[src/verilog/fifo_addr_defines.svh]
//====================
// sizing constants for the FIFO start-address generator
// include wherever lane counts or address widths are needed
//====================

`ifndef FIFO_ADDR_DEFINES_SVH
`define FIFO_ADDR_DEFINES_SVH

// lanes per FIFO bank (ifmap, ipsum and opsum each)
`define FA_NUM_LANES    32

// global buffer byte address width
`define FA_ADDR_W       32

// depthwise channels mapped onto the lanes at once
`define FA_DW_CHANNELS  10

// rows per depthwise channel, one lane each
`define FA_DW_TAPS      3

// zero-filled region read by padding rows
`define FA_ZERO_ZONE    32'h8000_0000

`endif

[src/verilog/fifo_addr_pkg.sv]
//====================
// types shared by the FIFO start-address generator
// import into any module that handles addresses or lane operations
//====================

`include "fifo_addr_defines.svh"

package fifo_addr_pkg;

    // one global buffer byte address
    typedef logic [`FA_ADDR_W-1:0] addr_t;

    // layer type from the tile scheduler
    // standard and linear carry no address logic here
    typedef enum logic [1:0] {
        LAYER_POINTWISE = 2'd0,
        LAYER_DEPTHWISE = 2'd1,
        LAYER_STANDARD  = 2'd2,
        LAYER_LINEAR    = 2'd3
    } layer_e;

    // operation applied by every lane in one init cycle
    typedef enum logic [2:0] {
        OP_HOLD        = 3'd0,
        OP_PW_LOAD     = 3'd1,
        OP_DW_PAD_LOAD = 3'd2,
        OP_DW_LOAD     = 3'd3,
        OP_DW_SHIFT    = 3'd4
    } lane_op_e;

endpackage

[src/verilog/addr_step_decode.sv]
//====================
// decodes layer, tile position and output row into one lane operation
// also forms the address steps shared by all lanes, purely combinational
//====================

module addr_step_decode (
    input  logic                      init_i,
    input  fifo_addr_pkg::layer_e     layer_type_i,
    input  logic                      tile_first_i,
    input  fifo_addr_pkg::addr_t      output_row_cnt_i,
    input  fifo_addr_pkg::addr_t      tile_n_i,
    input  logic [7:0]                in_c_i,
    input  fifo_addr_pkg::addr_t      on_real_i,
    input  logic [7:0]                out_c_i,
    output fifo_addr_pkg::lane_op_e   lane_op_o,
    output fifo_addr_pkg::addr_t      ifmap_chan_step_o,
    output fifo_addr_pkg::addr_t      row_pitch_o,
    output fifo_addr_pkg::addr_t      next_row_off_o,
    output fifo_addr_pkg::addr_t      psum_pitch_o,
    output fifo_addr_pkg::addr_t      psum_row_off_o
);

    import fifo_addr_pkg::*;

    addr_t in_c_ext;
    addr_t out_c_ext;
    addr_t on_out;
    logic  row_is_zero;
    logic  row_is_one;

    assign in_c_ext  = addr_t'(in_c_i);
    assign out_c_ext = addr_t'(out_c_i);

    // bytes of one output row across all output channels, before the x2
    assign on_out = on_real_i * out_c_ext;

    assign row_is_zero = (output_row_cnt_i == addr_t'(0));
    assign row_is_one  = (output_row_cnt_i == addr_t'(1));

    // lane operation is decoded only while init is high
    always_comb begin
        lane_op_o = OP_HOLD;
        if (init_i) begin
            case (layer_type_i)
                LAYER_POINTWISE: begin
                    lane_op_o = OP_PW_LOAD;
                end
                LAYER_DEPTHWISE: begin
                    if (tile_first_i) begin
                        // first tile starts with a padding row above row 0
                        if (row_is_zero) begin
                            lane_op_o = OP_DW_PAD_LOAD;
                        end else if (row_is_one) begin
                            lane_op_o = OP_DW_LOAD;
                        end else begin
                            lane_op_o = OP_DW_SHIFT;
                        end
                    end else if (row_is_zero) begin
                        lane_op_o = OP_DW_LOAD;
                    end else begin
                        lane_op_o = OP_DW_SHIFT;
                    end
                end
                default: begin
                    lane_op_o = OP_HOLD;
                end
            endcase
        end
    end

    // row pitch is one ifmap row of in_c bytes
    assign row_pitch_o    = in_c_ext;
    assign next_row_off_o = (output_row_cnt_i + addr_t'(1)) * in_c_ext;

    // psum entries are 2 bytes wide
    always_comb begin
        if (layer_type_i == LAYER_DEPTHWISE) begin
            ifmap_chan_step_o = tile_n_i * in_c_ext;
            psum_pitch_o      = on_out << 1;
            psum_row_off_o    = (output_row_cnt_i * on_out) << 1;
        end else begin
            ifmap_chan_step_o = tile_n_i;
            psum_pitch_o      = on_real_i << 1;
            psum_row_off_o    = '0;
        end
    end

endmodule

[config.mk]
export PLATFORM = sky130hd
export DESIGN_NAME = addr_step_decode
export DESIGN_NICKNAME = d
export VERILOG_FILES = /design/src/verilog/fifo_addr_pkg.sv /design/src/verilog/addr_step_decode.sv
export VERILOG_INCLUDE_DIRS = /design/src /design/src/verilog
export SDC_FILE = /design/constraint.sdc
export NUM_CORES = 2
export LEC_CHECK = 0
export BUFFER_PORTS_ARGS = -buffer_cell sky130_fd_sc_hd__clkbuf_2
export CORE_ASPECT_RATIO = 0.9
export CORE_UTILIZATION = 25
export DETAILED_ROUTE_END_ITERATION = 7
export PLACE_DENSITY = 0.38
export SYNTH_ARGS = -nofsm -noshare
export SYNTH_HDL_FRONTEND = slang
export SYNTH_SLANG_ARGS = --single-unit
[constraint.sdc]
create_clock -name vclk -period 21.6
set_input_delay 3.24 -clock vclk [all_inputs]
set_output_delay 3.24 -clock vclk [all_outputs]
set_load 0.02 [all_outputs]
== Yosys cells after proc, flatten, opt, wreduce, memory -nomap -nowiden ==
Cells that the tools add are included.
Word-level totals
  register bits after elaboration: 0
  logic and storage cells: 18
Cells by class
  eq/ne operators: 2
  reductions and logical operators: 2
  multiplexer cells: 9
  add/subtract/negate cells: 1
  multipliers: 4
Operators with widths (count)
  32-bit by 8-bit multiplier with 32-bit output: 3
  32-bit two-way mux: 3
  32-bit by 1-bit adder with 32-bit output (second input constant): 1
  32-bit by 1-bit == test with 1-bit output (second input constant): 1
  32-bit zero test: 1
  32-bit by 32-bit multiplier with 31-bit output: 1
  3-bit two-way mux: 5
  3-bit one-hot mux with 2 select lines: 1
  2-bit by 1-bit == test with 1-bit output (second input constant): 1
  2-bit zero test: 1

== Logic depth before layout (Yosys ltp) ==
  depth in word-level cells: 6
  gate-level depth with buffers: 50

== Worst setup path after synthesis ==
OpenSTA, ideal clock, no wires.
  kind: input to output
  from: input port out_c_i[2]
  to: output port psum_row_off_o[31]
  stages: 45
  path slack: 3.578 ns
  arrival time: 14.782 ns
  required time: 18.360 ns
  cell sequence: clkbuf_1 clkbuf_1 and2_1 fa_1 fa_1 fa_1 inv_1 fa_1 inv_1 ha_1 a21o_1 a21oi_1 o221a_2 nand2_1 a21o_1 a21o_1 a211oi_1 xnor2_1 (+9 left out) fa_1 fa_1 fa_1 fa_1 xnor2_1 xnor2_1 xnor2_1 xnor2_1 xnor2_2 xnor3_1 xnor2_1 xnor2_1 xor3_1 xnor3_1 xnor3_1 xnor3_1 xnor2_1 nor2_1
On the way
  word-level cells in the longest chain between the ends: 3
Ends and longest elaborated chain
  from (decl): line addr_step_decode.sv:14  | input logic [7:0] out_c_i,
  32-bit by 8-bit multiplier with 32-bit output: line addr_step_decode.sv:35  | assign on_out = on_real_i * out_c_ext;
  32-bit by 32-bit multiplier with 31-bit output: line addr_step_decode.sv:80  | psum_row_off_o = (output_row_cnt_i * on_out) << 1;
  32-bit two-way mux: line addr_step_decode.sv:77  | if (layer_type_i == LAYER_DEPTHWISE) begin
  to (decl): line addr_step_decode.sv:20  | output fifo_addr_pkg::addr_t psum_row_off_o
Every way passes these cells.

== Worst setup path after layout ==
Same ends and word-level chain as after synthesis.

==> summary.txt <==
Yosys
  – Ranking of synthesized cells by area: fa_1, nand2_1, and2_1
  – Synthesized area: 35000 µm²
  – Top-count cell post-synth: nand2_1
  – Syn Area/Cell: 8.36 µm²
  – Synth top cells by count: nand2_1, fa_1, inv_1
  – YS warnings: 0
  – Synth area leader: fa_1
  – Cells after Synth: 4192
  – Synth top area share: 0.481
  – Post-synthesis sequential area ratio: 0
  – Yosys cell types: 60

Worst setup path
  – Slowest stage cell, crit path: xnor2_1
  – Worst endpoint data arrival time: 16.99 ns
  – Startpoint Class: primary input
  – Worst path max stage delay: 0.85 ns
  – Max FO, Critical Path: 29
  – CP required: 18.36 ns
  – Worst setup EP type: output port
  – CP most frequent cell: fa_1
  – WS Path Type: primary input to output port

Timing
  – Fmax: 0.0494 GHz
  – Final Setup Violations: 0
  – Final Max Tran Viols: 0
  – Hold WS: 6.81 ns
  – Crit share post-route: 0.936
  – Slew HR: 0.265
  – Final min period: 20.23 ns
  – RSZ-0062 raised after global routing: no
  – Final hold vios: 0
  – Total negative setup slack: 0 ns
  – Worst Tran Pin Value: 1.09 ns

Status
  – Outcome: finished with violations
  – Violated checks: DRC

Global routing
  – Initial antenna violation count: 28
  – Gr ovfl total: 0
  – Largest net degree at the start of global routing: 71
  – Vias in the first global route: 29010
  – GRT Total Usage: 0.171
  – First-pass GRT wire length: 185000 µm

Min path
  – Hold Path Class: primary input to output port

Finish
  – Area Overhead vs Synth: 8.63%
  – FILL cells: 15132
  – Num sequential: 0
  – Storage cell area: 0 µm²
  – Clock buffers: 0
  – Share of cells above drive strength 1: 0.0767
  – Layout Nets: 5467

Die
  – FP Rows: 129
  – Total die area: 142000 µm²
  – Initial Util: 0.253
  – # IOs: 279
  – Die H: 357 µm
  – Die X: 397 µm
  – CORE AREA: 138000 µm²

Detailed routing
  – WL final: 119000 µm
  – DRC viols: 48
  – Vias post-DR: 26798
  – Antenna-violating nets left: 0
  – Vias/cell: 4.39
  – DRT Pass-1 Iters: 8
  – DRT iter0 DRCs: 1241
  – DR WL/cell: 19.5 µm

CTS
  – Setup Fix Bufs, Post-CTS: 0
  – Post_cts resized: 0
  – Post-CTS Hold Buffers: 0

Place
  – Routability cong.: 0.804
  – IO buf count: 252
  – Final HPWL DP: 93700 µm

Job
  – Max Cap Viol: 0
==> layer usage <==
| layer | vias to the layer above | track usage | share of wire |
|---|---|---|---|
| met5 | - | 0 | 0.0018 |
| met2 | 554 | 0.259 | 0.42 |
| met4 | 36 | 0.0166 | 0.012 |
| li1 | 12407 | - | - |
| met3 | 89 | 0.0307 | 0.060 |
| met1 | 13712 | 0.259 | 0.51 |
==> cell type report <==
type,instances,area [µm²],share of cell area
multi-input cells,3160,31100,0.817
well taps,1834,2290,0.0603
repair buffers,305,1660,0.0436
diodes,9,22.5,0.000592
inverters,801,3010,0.0790
==> cells by family after synthesis <==
logic type	synth area share
muxes	0.000892
AOI/OAI and AO/OA	0.0475
and+or+nand+nor	0.213
buffers and inverters	0.117
xor gates and xnor gates	0.0543
other	0.000107
adders and majority gates	0.567
==> stage by stage <==
| step | worst slack (ns) | instances | area, µm² | util |
|---|---|---|---|---|
| 4_1_cts | 1.40 | 6100 | 38100 | 0.275 |
| 3_3_place_gp | 1.52 | 6100 | 38100 | 0.275 |
| 5_1_grt | 0.740 | 6104 | 38100 | 0.275 |
| 6_report | 1.37 | 6109 | 38100 | 0.275 |
| 3_5_place_dp | 1.45 | 6100 | 38100 | 0.275 |
| 2_1_floorplan | 3.58 | 4217 | 35100 | - |
==> critical path, delay by kind of cell <==
family / cells / cell delay [ns]
xor+xnor: 14 / 4.71
compound gates: 5 / 1.10
buf+inv: 7 / 0.93
fa+ha+maj: 13 / 6.12
simple gates: 4 / 0.82
==> cell usage in the layout (no fill, tap or decap), types with 24 or more instances in the layout <==
master | netlist | layout
nand3_1 | 25 | 25
a21oi_1 | 79 | 78
buf_4 | 34 | 53
and2_1 | 498 | 498
inv_1 | 801 | 801
nand2_1 | 843 | 843
ha_1 | 241 | 241
xnor2_1 | 145 | 141
o21ai_0 | 75 | 75
a21o_1 | 30 | 30
fa_1 | 842 | 842
nor3_1 | 24 | 24
clkbuf_2 | 0 | 252
and3_1 | 30 | 30
conb_1 | 1 | 26
xor2_1 | 51 | 50
nor2_1 | 88 | 88
==> path summary, 6_finish.rpt <==
kind                  slack, ns  cells past startpoint       start            endpoint
worst max-delay path       1.37                     43  out_c_i[2]  psum_row_off_o[31]
worst min-delay path       6.81                      4      init_i        lane_op_o[0]
Power is left out: the tool's default activity adds up to more than one toggle a clock period on the data nets, which glitch-free logic cannot reach.
